`src/verilog/thiele_isa_pkg.sv`:
```
package thiele_isa_pkg;

    // ==================================================
    // Instruction word layout
    // ==================================================

    // Word width and width of one field
    localparam int INSTR_W = 32;
    localparam int FIELD_W = 8;

    // Low bit of each field, bits 7:0 are spare
    localparam int OPCODE_LSB = 24;
    localparam int OPA_LSB    = 16;
    localparam int OPB_LSB    = 8;

    // Byte step per instruction word
    localparam logic [31:0] PC_STEP = 32'd4;

    // ==================================================
    // Opcodes
    // ==================================================

    // External engine requests
    localparam logic [FIELD_W-1:0] OPCODE_LASSERT  = 8'h03;
    localparam logic [FIELD_W-1:0] OPCODE_PYEXEC   = 8'h08;

    // Certificate join
    localparam logic [FIELD_W-1:0] OPCODE_LJOIN    = 8'h04;

    // GF(2) matrix row operations
    localparam logic [FIELD_W-1:0] OPCODE_XOR_LOAD = 8'h0A;
    localparam logic [FIELD_W-1:0] OPCODE_XOR_ADD  = 8'h0B;
    localparam logic [FIELD_W-1:0] OPCODE_XOR_SWAP = 8'h0C;
    localparam logic [FIELD_W-1:0] OPCODE_XOR_RANK = 8'h0D;

    // Output and cost charging
    localparam logic [FIELD_W-1:0] OPCODE_EMIT     = 8'h0E;
    localparam logic [FIELD_W-1:0] OPCODE_ORACLE   = 8'h0F;

endpackage

```
`src/verilog/thiele_state_pkg.sv`:
```
package thiele_state_pkg;

    // ==================================================
    // Status and error codes
    // ==================================================

    // Status after a good operation, RANK reports its count instead
    localparam logic [31:0] ST_LJOIN    = 32'h4;
    localparam logic [31:0] ST_XOR_LOAD = 32'h7;
    localparam logic [31:0] ST_XOR_ADD  = 32'h8;
    localparam logic [31:0] ST_XOR_SWAP = 32'h9;
    localparam logic [31:0] ST_ORACLE   = 32'h42;

    // Error codes, sticky until the next error
    localparam logic [31:0] ERR_OPCODE       = 32'h1;
    localparam logic [31:0] ERR_MU_OVERFLOW  = 32'h6;
    localparam logic [31:0] ERR_XOR_ADD_ROW  = 32'hA;
    localparam logic [31:0] ERR_XOR_SWAP_ROW = 32'hB;

    // Mu charge per ORACLE, raw Q16.16 units
    localparam logic [31:0] ORACLE_COST = 32'd1_000_000;

    // ==================================================
    // GF(2) matrix
    // ==================================================

    localparam int XOR_ROWS  = 4;
    localparam int XOR_COLS  = 6;
    localparam int XOR_IDX_W = $clog2(XOR_ROWS);

    // Column 0 sits in the MSB
    typedef logic [XOR_COLS-1:0] xor_row_t;

    // Reset contents, row 0 in the low slot
    localparam xor_row_t [XOR_ROWS-1:0] XOR_RESET_ROWS = {
        6'b110000,
        6'b001001,
        6'b010010,
        6'b100101
    };

    // Parity per row, bit r for row r
    localparam logic [XOR_ROWS-1:0] XOR_RESET_PARITY = 4'b0110;

endpackage

```
`src/verilog/thiele_control.sv`:
```
module thiele_control
    import thiele_isa_pkg::*;
    import thiele_state_pkg::*;
(
    input  logic               clk,
    input  logic               rst_n,
    input  logic [INSTR_W-1:0] instr_data,
    input  logic               logic_ack,
    input  logic [31:0]        logic_data,
    input  logic               py_ack,
    input  logic [31:0]        py_result,
    input  logic               charge_done,
    input  logic               overflow,
    output logic [31:0]        pc,
    output logic               logic_req,
    output logic [31:0]        logic_addr,
    output logic               py_req,
    output logic [31:0]        py_code_addr,
    output logic [FIELD_W-1:0] operand_a,
    output logic [FIELD_W-1:0] operand_b,
    output logic               xor_load,
    output logic               xor_add,
    output logic               xor_swap,
    output logic               xor_rank,
    output logic               charge,
    output logic               status_we,
    output logic [31:0]        status_val,
    output logic               error_we,
    output logic [31:0]        error_val,
    output logic               cert_we,
    output logic [31:0]        cert_val,
    output logic               emit_we
);

    typedef enum logic [2:0] {
        S_FETCH,
        S_DECODE,
        S_EXECUTE,
        S_LOGIC,
        S_PYTHON,
        S_CHARGE_WAIT
    } state_t;

    state_t             state;
    state_t             state_nx;
    logic               step;
    logic [FIELD_W-1:0] opcode;

    // Fields straight off the fetched word
    assign opcode    = instr_data[OPCODE_LSB +: FIELD_W];
    assign operand_a = instr_data[OPA_LSB +: FIELD_W];
    assign operand_b = instr_data[OPB_LSB +: FIELD_W];

    // Request levels follow the wait states
    assign logic_req    = (state == S_LOGIC);
    assign py_req       = (state == S_PYTHON);
    assign logic_addr   = {16'h0, operand_a, operand_b};
    assign py_code_addr = {16'h0, operand_a, operand_b};

    // ==================================================
    // Decode and next state
    // ==================================================

    always_comb begin
        state_nx   = state;
        step       = 1'b0;
        xor_load   = 1'b0;
        xor_add    = 1'b0;
        xor_swap   = 1'b0;
        xor_rank   = 1'b0;
        charge     = 1'b0;
        emit_we    = 1'b0;
        status_we  = 1'b0;
        status_val = '0;
        error_we   = 1'b0;
        error_val  = '0;
        cert_we    = 1'b0;
        cert_val   = '0;
        case (state)
            S_FETCH:  state_nx = S_DECODE;
            S_DECODE: state_nx = S_EXECUTE;
            S_EXECUTE: begin
                // Most opcodes finish here
                state_nx = S_FETCH;
                step     = 1'b1;
                case (opcode)
                    OPCODE_LASSERT: begin
                        state_nx = S_LOGIC;
                        step     = 1'b0;
                    end
                    OPCODE_PYEXEC: begin
                        state_nx = S_PYTHON;
                        step     = 1'b0;
                    end
                    OPCODE_ORACLE: begin
                        charge   = 1'b1;
                        state_nx = S_CHARGE_WAIT;
                        step     = 1'b0;
                    end
                    OPCODE_LJOIN: begin
                        // Joined cert is both operands in the top half
                        cert_we    = 1'b1;
                        cert_val   = {operand_a, operand_b, 16'h0};
                        status_we  = 1'b1;
                        status_val = ST_LJOIN;
                    end
                    OPCODE_EMIT:     emit_we  = 1'b1;
                    OPCODE_XOR_LOAD: xor_load = 1'b1;
                    OPCODE_XOR_ADD:  xor_add  = 1'b1;
                    OPCODE_XOR_SWAP: xor_swap = 1'b1;
                    OPCODE_XOR_RANK: xor_rank = 1'b1;
                    default: begin
                        error_we  = 1'b1;
                        error_val = ERR_OPCODE;
                    end
                endcase
            end
            S_LOGIC: begin
                // Hold the request until the engine answers
                if (logic_ack) begin
                    cert_we  = 1'b1;
                    cert_val = logic_data;
                    step     = 1'b1;
                    state_nx = S_FETCH;
                end
            end
            S_PYTHON: begin
                if (py_ack) begin
                    status_we  = 1'b1;
                    status_val = py_result;
                    step       = 1'b1;
                    state_nx   = S_FETCH;
                end
            end
            S_CHARGE_WAIT: begin
                // Accumulator answers one cycle after charge
                if (charge_done) begin
                    if (overflow) begin
                        error_we  = 1'b1;
                        error_val = ERR_MU_OVERFLOW;
                    end else begin
                        status_we  = 1'b1;
                        status_val = ST_ORACLE;
                    end
                    step     = 1'b1;
                    state_nx = S_FETCH;
                end
            end
            default: state_nx = S_FETCH;
        endcase
    end

    // ==================================================
    // State and program counter
    // ==================================================

    always_ff @(posedge clk or negedge rst_n) begin
        if (!rst_n) begin
            state <= S_FETCH;
            pc    <= '0;
        end else begin
            state <= state_nx;
            if (step) begin
                pc <= pc + PC_STEP;
            end
        end
    end

    // Accumulator answers every charge on the next cycle
    a_charge_answered: assert property (@(posedge clk) disable iff (!rst_n)
        charge |=> charge_done);

    // Charge answers only arrive in the wait state
    a_done_in_wait: assert property (@(posedge clk) disable iff (!rst_n)
        charge_done |-> (state == S_CHARGE_WAIT));

endmodule

```
`src/verilog/xor_matrix_unit.sv`:
```
module xor_matrix_unit
    import thiele_isa_pkg::*;
    import thiele_state_pkg::*;
(
    input  logic               clk,
    input  logic               rst_n,
    input  logic               xor_load,
    input  logic               xor_add,
    input  logic               xor_swap,
    input  logic               xor_rank,
    input  logic [FIELD_W-1:0] operand_a,
    input  logic [FIELD_W-1:0] operand_b,
    output logic               xor_status_we,
    output logic [31:0]        xor_status,
    output logic               xor_error_we,
    output logic [31:0]        xor_error,
    output logic               part_op_inc
);

    xor_row_t               rows [XOR_ROWS];
    logic [XOR_ROWS-1:0]    parity;
    logic                   a_ok;
    logic                   b_ok;
    logic [XOR_IDX_W-1:0]   ia;
    logic [XOR_IDX_W-1:0]   ib;
    logic                   load_ok;
    logic                   add_ok;
    logic                   swap_ok;
    logic [31:0]            rank_cnt;

    // Row checks, a is target and b is source
    assign a_ok = (operand_a < XOR_ROWS);
    assign b_ok = (operand_b < XOR_ROWS);
    assign ia   = operand_a[XOR_IDX_W-1:0];
    assign ib   = operand_b[XOR_IDX_W-1:0];

    assign load_ok = xor_load && a_ok;
    assign add_ok  = xor_add && a_ok && b_ok;
    assign swap_ok = xor_swap && a_ok && b_ok;

    // Rank approximation, rows with column 0 set
    always_comb begin
        rank_cnt = '0;
        for (int r = 0; r < XOR_ROWS; r++) begin
            rank_cnt = rank_cnt + 32'(rows[r][XOR_COLS-1]);
        end
    end

    // ==================================================
    // CSR reports, same cycle as the strobe
    // ==================================================

    assign xor_status_we = load_ok || add_ok || swap_ok || xor_rank;
    assign xor_status    = xor_rank ? rank_cnt    :
                           load_ok  ? ST_XOR_LOAD :
                           add_ok   ? ST_XOR_ADD  : ST_XOR_SWAP;

    // Bad LOAD shares the ADD row error
    assign xor_error_we = (xor_load && !load_ok) || (xor_add && !add_ok)
                        || (xor_swap && !swap_ok);
    assign xor_error    = xor_swap ? ERR_XOR_SWAP_ROW : ERR_XOR_ADD_ROW;

    assign part_op_inc = add_ok || swap_ok;

    // ==================================================
    // Matrix storage
    // ==================================================

    always_ff @(posedge clk or negedge rst_n) begin
        if (!rst_n) begin
            for (int r = 0; r < XOR_ROWS; r++) begin
                rows[r] <= XOR_RESET_ROWS[r];
            end
            parity <= XOR_RESET_PARITY;
        end else if (load_ok) begin
            // Row from b[5:0], parity from b[6]
            rows[ia]   <= operand_b[XOR_COLS-1:0];
            parity[ia] <= operand_b[XOR_COLS];
        end else if (add_ok) begin
            rows[ia]   <= rows[ia] ^ rows[ib];
            parity[ia] <= parity[ia] ^ parity[ib];
        end else if (swap_ok) begin
            rows[ia]   <= rows[ib];
            rows[ib]   <= rows[ia];
            parity[ia] <= parity[ib];
            parity[ib] <= parity[ia];
        end
    end

    // Controller sends one matrix op at a time
    a_strobe_1hot: assert property (@(posedge clk) disable iff (!rst_n)
        $onehot0({xor_load, xor_add, xor_swap, xor_rank}));

endmodule

```
`src/verilog/mu_accumulator.sv`:
```
module mu_accumulator
    import thiele_state_pkg::*;
(
    input  logic clk,
    input  logic rst_n,
    input  logic charge,
    output logic charge_done,
    output logic overflow
);

    // Q16.16 running total
    logic [31:0] mu_total;
    logic [32:0] sum;

    // Carry out of bit 31 means saturation
    assign sum = {1'b0, mu_total} + {1'b0, ORACLE_COST};

    always_ff @(posedge clk or negedge rst_n) begin
        if (!rst_n) begin
            mu_total    <= '0;
            charge_done <= 1'b0;
            overflow    <= 1'b0;
        end else begin
            charge_done <= charge;
            overflow    <= charge && sum[32];
            // Total held when the add would carry
            if (charge && !sum[32]) begin
                mu_total <= sum[31:0];
            end
        end
    end

    // Next charge waits for the previous answer
    a_no_overlap: assert property (@(posedge clk) disable iff (!rst_n)
        !(charge && charge_done));

endmodule

```
`src/verilog/thiele_csr_file.sv`:
```
module thiele_csr_file
    import thiele_isa_pkg::*;
(
    input  logic               clk,
    input  logic               rst_n,
    input  logic               status_we,
    input  logic [31:0]        status_val,
    input  logic               error_we,
    input  logic [31:0]        error_val,
    input  logic               cert_we,
    input  logic [31:0]        cert_val,
    input  logic               emit_we,
    input  logic [FIELD_W-1:0] emit_a,
    input  logic [FIELD_W-1:0] emit_b,
    input  logic               xor_status_we,
    input  logic [31:0]        xor_status,
    input  logic               xor_error_we,
    input  logic [31:0]        xor_error,
    input  logic               part_op_inc,
    output logic [31:0]        cert_addr,
    output logic [31:0]        status,
    output logic [31:0]        error_code,
    output logic [31:0]        partition_ops,
    output logic [31:0]        info_gain
);

    // ==================================================
    // Architectural CSRs
    // ==================================================

    always_ff @(posedge clk or negedge rst_n) begin
        if (!rst_n) begin
            cert_addr     <= '0;
            status        <= '0;
            error_code    <= '0;
            partition_ops <= '0;
            info_gain     <= '0;
        end else begin
            if (cert_we) begin
                cert_addr <= cert_val;
            end
            // Controller status, EMIT word, then matrix unit
            if (status_we) begin
                status <= status_val;
            end else if (emit_we) begin
                status <= {emit_a, emit_b, 16'h0};
            end else if (xor_status_we) begin
                status <= xor_status;
            end
            if (error_we) begin
                error_code <= error_val;
            end else if (xor_error_we) begin
                error_code <= xor_error;
            end
            if (part_op_inc) begin
                partition_ops <= partition_ops + 32'd1;
            end
            // EMIT with a of 0 loads b, otherwise counts up
            if (emit_we) begin
                info_gain <= (emit_a == '0) ? 32'(emit_b) : info_gain + 32'd1;
            end
        end
    end

    // Controller and matrix unit own disjoint opcodes
    a_status_writers: assert property (@(posedge clk) disable iff (!rst_n)
        !((status_we || emit_we) && xor_status_we));

endmodule

```
`src/verilog/thiele_core.sv`:
```
module thiele_core
    import thiele_isa_pkg::*;
(
    input  logic               clk,
    input  logic               rst_n,
    input  logic [INSTR_W-1:0] instr_data,
    output logic [31:0]        pc,
    output logic               logic_req,
    output logic [31:0]        logic_addr,
    input  logic               logic_ack,
    input  logic [31:0]        logic_data,
    output logic               py_req,
    output logic [31:0]        py_code_addr,
    input  logic               py_ack,
    input  logic [31:0]        py_result,
    output logic [31:0]        cert_addr,
    output logic [31:0]        status,
    output logic [31:0]        error_code,
    output logic [31:0]        partition_ops,
    output logic [31:0]        info_gain
);

    // Decoded operands, shared by the matrix and EMIT
    logic [FIELD_W-1:0] operand_a;
    logic [FIELD_W-1:0] operand_b;

    // Unit strobes
    logic xor_load;
    logic xor_add;
    logic xor_swap;
    logic xor_rank;
    logic charge;
    logic charge_done;
    logic overflow;

    // Controller CSR writes
    logic        status_we;
    logic [31:0] status_val;
    logic        error_we;
    logic [31:0] error_val;
    logic        cert_we;
    logic [31:0] cert_val;
    logic        emit_we;

    // Matrix unit CSR writes
    logic        xor_status_we;
    logic [31:0] xor_status;
    logic        xor_error_we;
    logic [31:0] xor_error;
    logic        part_op_inc;

    thiele_control u_control (
        .clk(clk), .rst_n(rst_n), .instr_data(instr_data),
        .logic_ack(logic_ack), .logic_data(logic_data),
        .py_ack(py_ack), .py_result(py_result),
        .charge_done(charge_done), .overflow(overflow), .pc(pc),
        .logic_req(logic_req), .logic_addr(logic_addr),
        .py_req(py_req), .py_code_addr(py_code_addr),
        .operand_a(operand_a), .operand_b(operand_b),
        .xor_load(xor_load), .xor_add(xor_add), .xor_swap(xor_swap),
        .xor_rank(xor_rank), .charge(charge),
        .status_we(status_we), .status_val(status_val),
        .error_we(error_we), .error_val(error_val),
        .cert_we(cert_we), .cert_val(cert_val), .emit_we(emit_we)
    );

    xor_matrix_unit u_xor (
        .clk(clk), .rst_n(rst_n),
        .xor_load(xor_load), .xor_add(xor_add), .xor_swap(xor_swap),
        .xor_rank(xor_rank), .operand_a(operand_a), .operand_b(operand_b),
        .xor_status_we(xor_status_we), .xor_status(xor_status),
        .xor_error_we(xor_error_we), .xor_error(xor_error),
        .part_op_inc(part_op_inc)
    );

    mu_accumulator u_mu (
        .clk(clk), .rst_n(rst_n), .charge(charge),
        .charge_done(charge_done), .overflow(overflow)
    );

    thiele_csr_file u_csr (
        .clk(clk), .rst_n(rst_n),
        .status_we(status_we), .status_val(status_val),
        .error_we(error_we), .error_val(error_val),
        .cert_we(cert_we), .cert_val(cert_val),
        .emit_we(emit_we), .emit_a(operand_a), .emit_b(operand_b),
        .xor_status_we(xor_status_we), .xor_status(xor_status),
        .xor_error_we(xor_error_we), .xor_error(xor_error),
        .part_op_inc(part_op_inc),
        .cert_addr(cert_addr), .status(status), .error_code(error_code),
        .partition_ops(partition_ops), .info_gain(info_gain)
    );

endmodule

```
`config.mk`:
```
export PLATFORM = sky130hd
export DESIGN_NAME = thiele_core
export DESIGN_NICKNAME = d
export VERILOG_FILES = /design/src/verilog/thiele_isa_pkg.sv /design/src/verilog/thiele_state_pkg.sv /design/src/verilog/thiele_control.sv /design/src/verilog/xor_matrix_unit.sv /design/src/verilog/mu_accumulator.sv /design/src/verilog/thiele_csr_file.sv /design/src/verilog/thiele_core.sv
export SDC_FILE = /design/constraint.sdc
export NUM_CORES = 1
export LEC_CHECK = 0
export BUFFER_PORTS_ARGS = -buffer_cell sky130_fd_sc_hd__buf_2
export CAP_MARGIN = 20
export CORE_MARGIN = 4
export CORE_UTILIZATION = 49
export CTS_CLUSTER_DIAMETER = 120
export DETAILED_ROUTE_END_ITERATION = 7
export PLACE_DENSITY_LB_ADDON = 0.05
export SETUP_SLACK_MARGIN = 0.05
export SYNTH_ARGS = -nofsm -noshare
export SYNTH_HDL_FRONTEND = slang
export SYNTH_SLANG_ARGS = --single-unit
```
`constraint.sdc`:
```
create_clock -name clk -period 3.5 [get_ports clk]
set_input_delay 0.875 -clock clk [delete_from_list [all_inputs] [get_ports clk]]
set_output_delay 0.875 -clock clk [all_outputs]
set_load 0.01 [all_outputs]
```
After elaboration in Yosys (flattened, before gate mapping)
Index checks and enable logic that the tools add are counted.
W data, S select, Z words.
{ "word_totals": {"elab_cells": 147, "output_inout_bits": 258, "ff_bits": 253, "inputBits": 100} }
{ "classes": {"n_reduce_logical": 30, "bitwise": 3, "mux": 70, "add_sub_neg": 7, "n_lt_le_gt_ge": 6, "eq_ne": 17} }
{ "ops": {"columns": ["cell", "n"], "rows": [
  ["$mux W32", 13],
  ["$pmux W32 S2", 2],
  ["$bwmux W24", 4],
  ["$pmux W32 S3", 1],
  ["$mux W24", 3],
  ["$add A32 B1 Y32", 2],
  ["$add A32 B1 Y32 const B", 2],
  ["$eq A8 B4 Y1 const B", 7],
  ["$mux W6", 6],
  ["$add A32 B20 Y33 const B", 1],
  ["$add A32 B3 Y32 const B", 1],
  ["$mux W1", 25],
  ["$bmux W6 S2", 2],
  ["$demux W6 S2", 2],
  ["$pmux W3 S6", 1],
  ["$lt A8 B3 Y1 const B", 2],
  ["$mux W3", 5],
  ["$logic_and A1 B1 Y1", 12],
  ["$pmux W3 S3", 1],
  ["$reduce_or A9 Y1", 1],
  ["$eq A8 B2 Y1 const B", 1],
  ["$eq A8 B3 Y1 const B", 1],
  ["$logic_not A8 Y1", 1],
  ["$mux W7", 1],
  ["other kinds (19)", 36]
]} }

Depth between registers and ports, before layout
Gate-level depths: netlist of run 1.
{ "logic_depth": {"ltp_word": 11, "ltp_mapped": 9, "ltp_nobuf": 7} }

Modules after synthesis
A second synthesis of run 1 with hierarchy kept.
{ "hier_totals": {"hier_cells": 1352, "hier_area_um2": 13337.8} }
{ "by_module_without_submodules": {"columns": ["module", "cells_each", "area_per_inst_um2", "instances", "seq_area_each_um2"], "rows": [
  ["thiele_csr_file", 704, 7499.7, 1, 4003.8],
  ["thiele_control", 371, 3299.4, 1, 825.8],
  ["mu_accumulator", 124, 1377.6, 1, 700.7],
  ["xor_matrix_unit", 153, 1161.1, 1, 102.6]
]} }

Worst setup path after synthesis of run 1
Ideal clock, no wire load.
{ "synth_path": {"path_type": "input port to flip-flop", "from": "in instr_data[29]", "to": "reg u_csr.info_gain[18]", "setup_ns": 0.119, "path_buffers": 3, "cell_stages": 8, "t_required_ns": 3.381, "path_slack_ns": 0.728, "arrival_time_ns": 2.654, "cell_sequence": "or4_1 > or3_1 > buf_6 > or2_1 > buf_6 > nor2_8 > buf_6 > nor2_1"} }
{ "synth_between": {"elab_chain_len": 3} }
{ "synth_lines": {"columns": ["element", "line_no", "rtl"], "rows": [
  ["start, declared", "thiele_core.sv:6", "input logic [INSTR_W-1:0] instr_data,"],
  ["$eq A8 B4 Y1", "thiele_control.sv:86", "case (opcode)"],
  ["$mux W1", "thiele_control.sv:86", null],
  ["$mux W1", "thiele_control.sv:79", "case (state)"],
  ["end signal, assigned", "thiele_csr_file.sv:60", "info_gain <= (emit_a == '0) ? 32'(emit_b) : info_gain + 32'd1;"],
  ["end, declared", "thiele_csr_file.sv:24", "output logic [31:0] info_gain"]
]} }
No other way between the ends.
A chain may end at the register's enable or synchronous reset.

Worst setup path after layout of run 1
{ "layout_path": {"from": "in instr_data[29]", "to": "reg u_csr.info_gain[31]"} }
The elaborated chain is that of the path after synthesis.

==> results.txt, run 1 <==
Cell internal power was estimated by the tool at 4.17 mW. In the final design database the tool counted 1403 nets. Clock-pin slew was measured on the worst setup and hold paths at 0.07 ns.

In this run the deepest clock path goes through 2 buffers. The main flop type after synthesis was dfrtp_1. Buffers placed on the I/O ports in this run total 287. The tools report the largest net degree at the start of global routing as 69. Core area: 20500 um2.

In this run the biggest area consumer among cell types represents 47.1% of the synthesized area. The run finished with clean final reports. Total via count in the routed design: 8351.

The first global-routing pass estimated 43900 um of wire. Setup repair after global routing left no endpoint under its margin. The worst slew margin relative to its limit was 48.1%. The tools report the type of element capturing the critical path as a flip-flop.

The worst register-to-register path begins at u_control.state[0]. The clock net sink count came out at 197. The die area is 23500 um2, and the number of violations of the max-capacitance limit is 0.

The synthesized area per cell was 10.0 um2; the count of cells resized by post-cts repair was 0. Setup violations remaining at the end of the flow were counted as 0. The slew at the pin closest to its max-slew limit was 0.778 ns. The tools report the number of DRC violations after detailed routing as 0.

The critical path start-end classification was input port to flip-flop. For this design the ratio of total power to cell area is 499 nW/um2. Adding up every negative setup slack in the final design gives 0 ns.

The worst ir drop on vdd came out at 0.296 mV. The path class of the lowest-slack min-delay path was input port to async pin. The hold buffer count at cts is 0, and the average detailed-routed wire length per instance is 17.1 um. Detailed placement ended at an HPWL of 20200 um. The die extent in x is 153 um, and the synthesized flop and latch total is 197. In the layout the commonest cells are buf_2 (286), dfrtp_1 (195), nand2_1 (129), conb_1 (62), xnor2_1 (59). The number of buffers added by the clock tree synthesis step is 17, and the final critical path time including I/O delays and setup is 2.84 ns.

The tools report the number of hold violations in the final report as 0. The root buffer cell is clkbuf_16. Final hold analysis gives a worst-case slack of 0.422 ns. The floorplan has 52 rows. In the post-synthesis netlist, the biggest area contributors are dfrtp_1 (47%), buf_4 (7.0%), xnor2_1 (5.0%), nand2_1 (4.7%), xor2_1 (3.5%). The delay contributed by the slowest stage of the critical path is 0.65 ns, and the ratio of final minimum period to clock period is 81.1%.

For this run, the top clock speed supported by timing is 352 MHz. The tools report the aggregate routed wire length as 27100 um. Setup slack on the worst reg-to-reg path comes out at 0.68 ns. Global-route usage over all layers: 22.8%. The worst setup path is launched from an input port. Number of global-route vias before repair: 8189. The analysis attributes to cell leakage a power of 6.34 nW. The initial antenna violation count was 3; the post-synthesis instance area was 10400 um2. Per report_power, the clock group accounts for 32.6% of the total. The depth of the most critical reg-to-reg path was 7; the number of synthesized flops with an enable pin was 0. The number of instances in the synthesized netlist was 1036. The congestion estimate from routability-driven global placement came to 0.826. Counting distinct cell types in the post-synthesis netlist gives 74. The worst-path cell with the longest stage delay is or4_1.

The ratio of cells with drive above 1 in the final layout is 29.3%, and the max-slew violation count is 0. The capture point of the worst reg-to-reg path is u_csr.status[15]. The signal on the critical path passes through buf_2, or4_1, or3_1, or2_1, nor2_8, nor2_1.

The count of antenna-violating nets left after detailed routing is 0. The total overflow left after global routing is 0. TritonCTS built the clock tree. The first-iteration detailed-routing DRC count was 494; the insertion delay to the later sink of the worst-skew pair was 0.43 ns. For this run, the number of Yosys warnings is 0.

The largest fanout of any net on the critical path was 23. For this run, asynchronously set or reset flops after synthesis account for 100%. The chip height is 153 um.

Using the TritonRoute via totals, the vias-per-cell ratio works out to 5.29. Once the clock tree was built, the setup fixing pass inserted 0 buffers. The sequential fraction of design power is 45.4%, and the number of levels the H-tree was split into is 4.

The tools report the detailed-router iteration count before antenna repair as 6. Data arrives at the worst endpoint at 3.14 ns. The required time of the critical path came out at 3.80 ns.

The synthesized design spends more area on one cell type than any other, namely dfrtp_1. The clock arrives with 0.0116 ns of skew. The initial utilization of the core area, before any placement, comes to 50.5%. The library cell used most frequently in the layout, excluding fill and tap cells, is buf_2. In this run the count of I/O pins placed on the die edge is 358.

In this run, the combinational gates consume 21.9% of the power. The share of the yosys chip area belonging to registers was 47.6%. Compared with the post-synthesis result, the final layout area differs by 18.6%. Summed over all nets, the switching power comes to 1.96 mW.

Net switching fraction of the power: 32.0%.
-- cells in the mapped netlist (3+ instances only) --
cell type,n
buf_2,6
o21ai_0,45
nor2b_1,4
nor4_1,10
clkbuf_1,23
a22oi_1,19
nand3_1,47
inv_1,25
a21oi_1,29
nand2_1,129
or3_1,12
nor3_1,25
nand4_1,33
o211ai_1,7
o31ai_1,3
and2_1,3
a21o_1,16
xor2_1,41
nor4_4,6
and3_1,16
a31oi_1,7
and4_1,10
mux2_2,4
a221o_1,5
ha_1,6
nor2_1,56
buf_6,7
nor4_2,3
nand2b_1,5
buf_4,96
dfrtp_1,195
nand3b_1,6
xnor2_1,59
a22o_1,26
or2_2,3
-- area by class of cell --
type	instances	area [um2]
Antenna cell	1	2.50
Clock buffer	17	425
Clock inverter	15	168
Fill cell	1846	8210
Inverter	25	93.8
Multi-Input combinational cell	743	4670
Sequential cell	197	4930
Tap cell	270	338
Timing Repair Buffer	312	1660
-- sequential cells by signal, summed over array words and instances (netlist names) --
name                 count
u_xor.rows               4
u_csr.partition_ops     32
u_mu.overflow            1
u_csr.info_gain         32
u_mu.charge_done         1
u_mu.mu_total           26
u_control.state          3
u_csr.status            32
u_csr.error_code         4
u_csr.cert_addr         32
u_control.pc            30
-- power groups by stage --
| stage | sequential [mW] | clock [mW] | combinational (mW) |
|---|---|---|---|
| finish | 2.78 | 2.00 | 1.34 |
| global route | 2.83 | 2.13 | 1.49 |
| CTS | 2.78 | 2.04 | 1.37 |
| detailed placement | 2.82 | 0 | 1.36 |
| global placement | 2.82 | 0 | 1.34 |
| floorplan | 2.93 | 0 | 0.692 |
-- kinds of logic after synthesis --
logic type	Yosys count	share of synthesized area (%)
buffers and inverters	157	9.75
AOI/OAI and AO/OA	178	12.0
DFF	197	47.6
adders and majority gates	7	0.918
and+or+nand+nor	389	20.3
xor gates and xnor gates	100	8.45
muxes	7	0.966
other	1	0.0362
-- critical path, delay by kind of cell --
family | cells | cell delay [ns]
AND/OR/NAND/NOR | 5 | 2.13
buffers and inverters | 1 | 0.12
-- layer usage --
layer / wire [um] / GRT usage, % / vias to the layer above
met5: 21 / 0 / -
met4: 525 / 7.06 / 4
met3: 1650 / 5.32 / 40
met2: 12800 / 36.9 / 267
met1: 12100 / 30.7 / 4035
li1: - / - / 4005
-- per-stage QoR --
stage / total power, mW / setup WS [ns] / std cells / utilization, % / instance area (um2)
after floorplan: 3.62 / 0.728 / 1097 / - / 10600
after detailed placement: 4.19 / 0.223 / 1547 / 57.0 / 11700
after global routing: 6.45 / 0.463 / 1580 / 60.0 / 12300
final: 6.13 / 0.662 / 1580 / 60.0 / 12300
after global placement: 4.16 / 0.233 / 1546 / 57.0 / 11700
after CTS: 6.19 / 0.646 / 1579 / 59.9 / 12300
-- worst max-delay path by stage --
stage | slack (ns) | startpoint | end | cells after the start
after global routing | 0.46 | u_control.state[0] | u_csr.status[15] | 7
after floorplan | 0.73 | instr_data[29] | u_csr.info_gain[18] | 8
final | 0.66 | instr_data[29] | u_csr.info_gain[31] | 6
after global placement | 0.23 | instr_data[29] | u_csr.info_gain[25] | 6
after detailed placement | 0.22 | instr_data[29] | u_csr.info_gain[31] | 6
after CTS | 0.65 | u_control.state[0] | u_csr.status[15] | 7
No activity file was read; power rests on OpenSTA's default activity.
==> inputs of run 2 (changes only) <==
Clock period 3.5 ns to 2.7 ns, I/O delays scaled along.
==> run 2 against run 1 <==
  * Via count up 2.1%
  * Clock skew down 0.00080 ns
  * Worst hold slack lost 0.22 ns
  * Final area rose by 3.3%
  * Power grew 31%
  * Global-route usage increased by 0.23 points
  * Die area is the same
  * Largest cell class unchanged
  * Highest routed layer unchanged
==> results.txt, run 2 (synthesis gave the netlist of run 1 again) <==
The pre-CTS setup slack was -0.132 ns (was 0.223 ns); the worst ir drop on vdd was 0.369 mV (was 0.296 mV). The logs give 8524 (was 8351) for the total via count in the routed design and 1624 (was 1580) for the final cell count without fillers. Most used cells in the layout excluding fill and tap cells: buf_2 (286), dfrtp_1 (195), nand2_1 (129), conb_1 (62), buf_4 (62) (was buf_2 (286), dfrtp_1 (195), nand2_1 (129), conb_1 (62), xnor2_1 (59)).

The count of buffers from port buffering was 287 (unchanged); the register cell area after layout was 4930 um2 (unchanged). For the antenna diode count, the log shows 0 (was 1). The average detailed-routed wire length per instance works out to 16.9 um (was 17.1 um).

The post-CTS setup buffer count is 0 (unchanged). The initial antenna violation count was 1 (was 3); the required time of the critical path was 3.02 ns (was 3.80 ns). Root buffer cell: clkbuf_16 (unchanged).

Setup repair after global routing left no endpoint under its margin. The tools report the layout filler cell count as 1825 (was 1846). For the number of DRC violations after detailed routing, the log shows 0 (unchanged). The worst-case clock skew is 0.0108 ns (was 0.0116 ns).

Critical path start-end classification: flip-flop to flip-flop (was input port to flip-flop). The die extent in x is 153 um (unchanged), and the placer congestion estimate is 0.865 (was 0.826). The count of cells resized by post-cts repair came out at 0 (unchanged).

The hold buffer count at cts was 0 (unchanged); the largest fanout of any net on the critical path was 9 (was 23). The finished layout cell area was 12700 um2 (was 12300 um2). The run gives 0.43 ns (about the same) as the insertion delay to the later sink of the worst-skew pair. Chip height: 153 um (unchanged). The clock input transition at the sequential cells of the worst setup and hold paths was 0.07 ns (about the same). The power per standard cell area is 633 nW/um2 (was 499 nW/um2). The run gives 44100 um (was 43900 um) as the wire length of the first global-routing pass. The run finished with clean final reports. The cell area after placement was 12100 um2 (was 11700 um2); the effective utilization at floorplan was 50.5% (unchanged).

The number of placed I/O pins is 358 (unchanged), and the per-cell via count in the routed design is 5.25 (was 5.29). The remaining global-route overflow is 0 (unchanged), and the setup-violating endpoint count in the final report is 0 (unchanged). The number of hold violations in the final report was 0 (unchanged). The logs give 17 (unchanged) for the number of buffers added by the clock tree synthesis step and 61.9% (was 60.0%) for the final design utilization. The run gives 0 (unchanged) as the max-slew violation count.

The worst-case clock buffer depth is 2 (unchanged), and the minimum hold slack is 0.201 ns (was 0.422 ns). Count of placed standard cells including taps: 1592 (was 1547). The number of violations of the max-capacitance limit was 0 (unchanged); the final HPWL from detailed placement was 20600 um (was 20200 um). The logs give 0 (unchanged) for the count of antenna-violating nets left after detailed routing and 8.03 mW (was 6.13 mW) for the final total power. TritonCTS built the clock tree. The path class of the lowest-slack min-delay path is input port to async pin (unchanged). For the core area, the log shows 20500 um2 (unchanged). The run gives 2.73 ns (was 3.14 ns) as the worst endpoint data arrival time. The global-route usage over all layers is 23.0% (was 22.8%), and the aggregate routed wire length is 27500 um (was 27100 um).

The multi-input combinational cell area was 4670 um2 (unchanged); the final setup TNS was 0 ns (unchanged). Die area: 23500 um2 (unchanged). The post-layout net count came out at 1448 (was 1403). The run gives 415 MHz as the highest clock frequency the design can meet.

The commonest non-fill, non-tap cell in the layout was buf_2 (unchanged). The ratio of cells with drive above 1 in the final layout was 31.5% (was 29.3%); the worst path setup slack after routing was 0.290 ns (was 0.662 ns). The total leakage power was 6.59 nW (was 6.34 nW); the placement row count was 52 (unchanged). The worst path needs 2.41 ns of the cycle, external delays included. The final critical path takes up 89.3% of the cycle.

The tools report the number of levels the H-tree was split into as 4 (unchanged). The first-iteration detailed-routing DRC count came out at 560 (was 494). The logs give 5 (was 6) for the detailed-router iteration count before antenna repair and 7933 (was 8189) for the number of global-route vias before repair.

Type of element capturing the critical path: a flip-flop (unchanged). The area growth from synthesis to final layout works out to 22.5% (was 18.6%). Largest net degree at the start of global routing: 54 (was 69). Clock net sink count: 197 (unchanged). Startpoint kind of the worst setup timing path: a flip-flop (was an input port).
==> run 2: changes by cell type in the layout (fill, tap and decap cells not counted), sizes merged <==
cell	change
buf	+45
clkbuf	+1
clkinv	+1
clkinvlp	-3
diode	-1
inv	+1
==> run 2: worst paths after layout <==
path                            cells after the start               startpoint  slack, ns                 endpoint
worst min register to register                      1  u_csr.partition_ops[31]       0.47  u_csr.partition_ops[31]
worst min-delay path                                1                    rst_n       0.20  u_csr.partition_ops[17]
worst max register to register                      7       u_control.state[1]       0.29      u_csr.info_gain[17]
max in group asynchronous                           2                    rst_n       1.80            u_xor.rows[5]
min in group clk                                    3            logic_data[2]       0.44       u_csr.cert_addr[2]
worst max-delay path                                7       u_control.state[1]       0.29      u_csr.info_gain[17]
==> run 2: cell type report <==
| cell class | count | area share, % |
|---|---|---|
| clock buffers | 18 | 3.38 |
| well taps | 270 | 2.66 |
| multi-input cells | 743 | 36.8 |
| repair buffers | 357 | 16.3 |
| clock inverters | 14 | 1.28 |
| inverters | 25 | 0.739 |
| flip-flops and latches | 197 | 38.9 |
==> run 2: critical path, stage by stage, from the launching register on <==
cell	delay [ns]
dfrtp_1	0.46
or3b_1	0.47
or3_1	0.45
buf_4	0.19
nor4_4	0.35
nand4_1	0.15
xor2_1	0.18
nor2_2	0.04
==> run 2: power by group <==
part,internal (mW),switching [mW],leakage [nW]
logic,0.724,1.11,3.69
clock network,1.40,1.21,0.294
registers,3.34,0.250,2.61
==> run 2: routing by layer <==
layer | global-route usage (%) | routed length (um) | part of all wire [%]
met2 | 37.7 | 13200 | 48
met3 | 5.26 | 1680 | 6.1
met5 | 0 | 13 | 0.047
met1 | 32.0 | 12300 | 45
met4 | 3.95 | 228 | 0.83
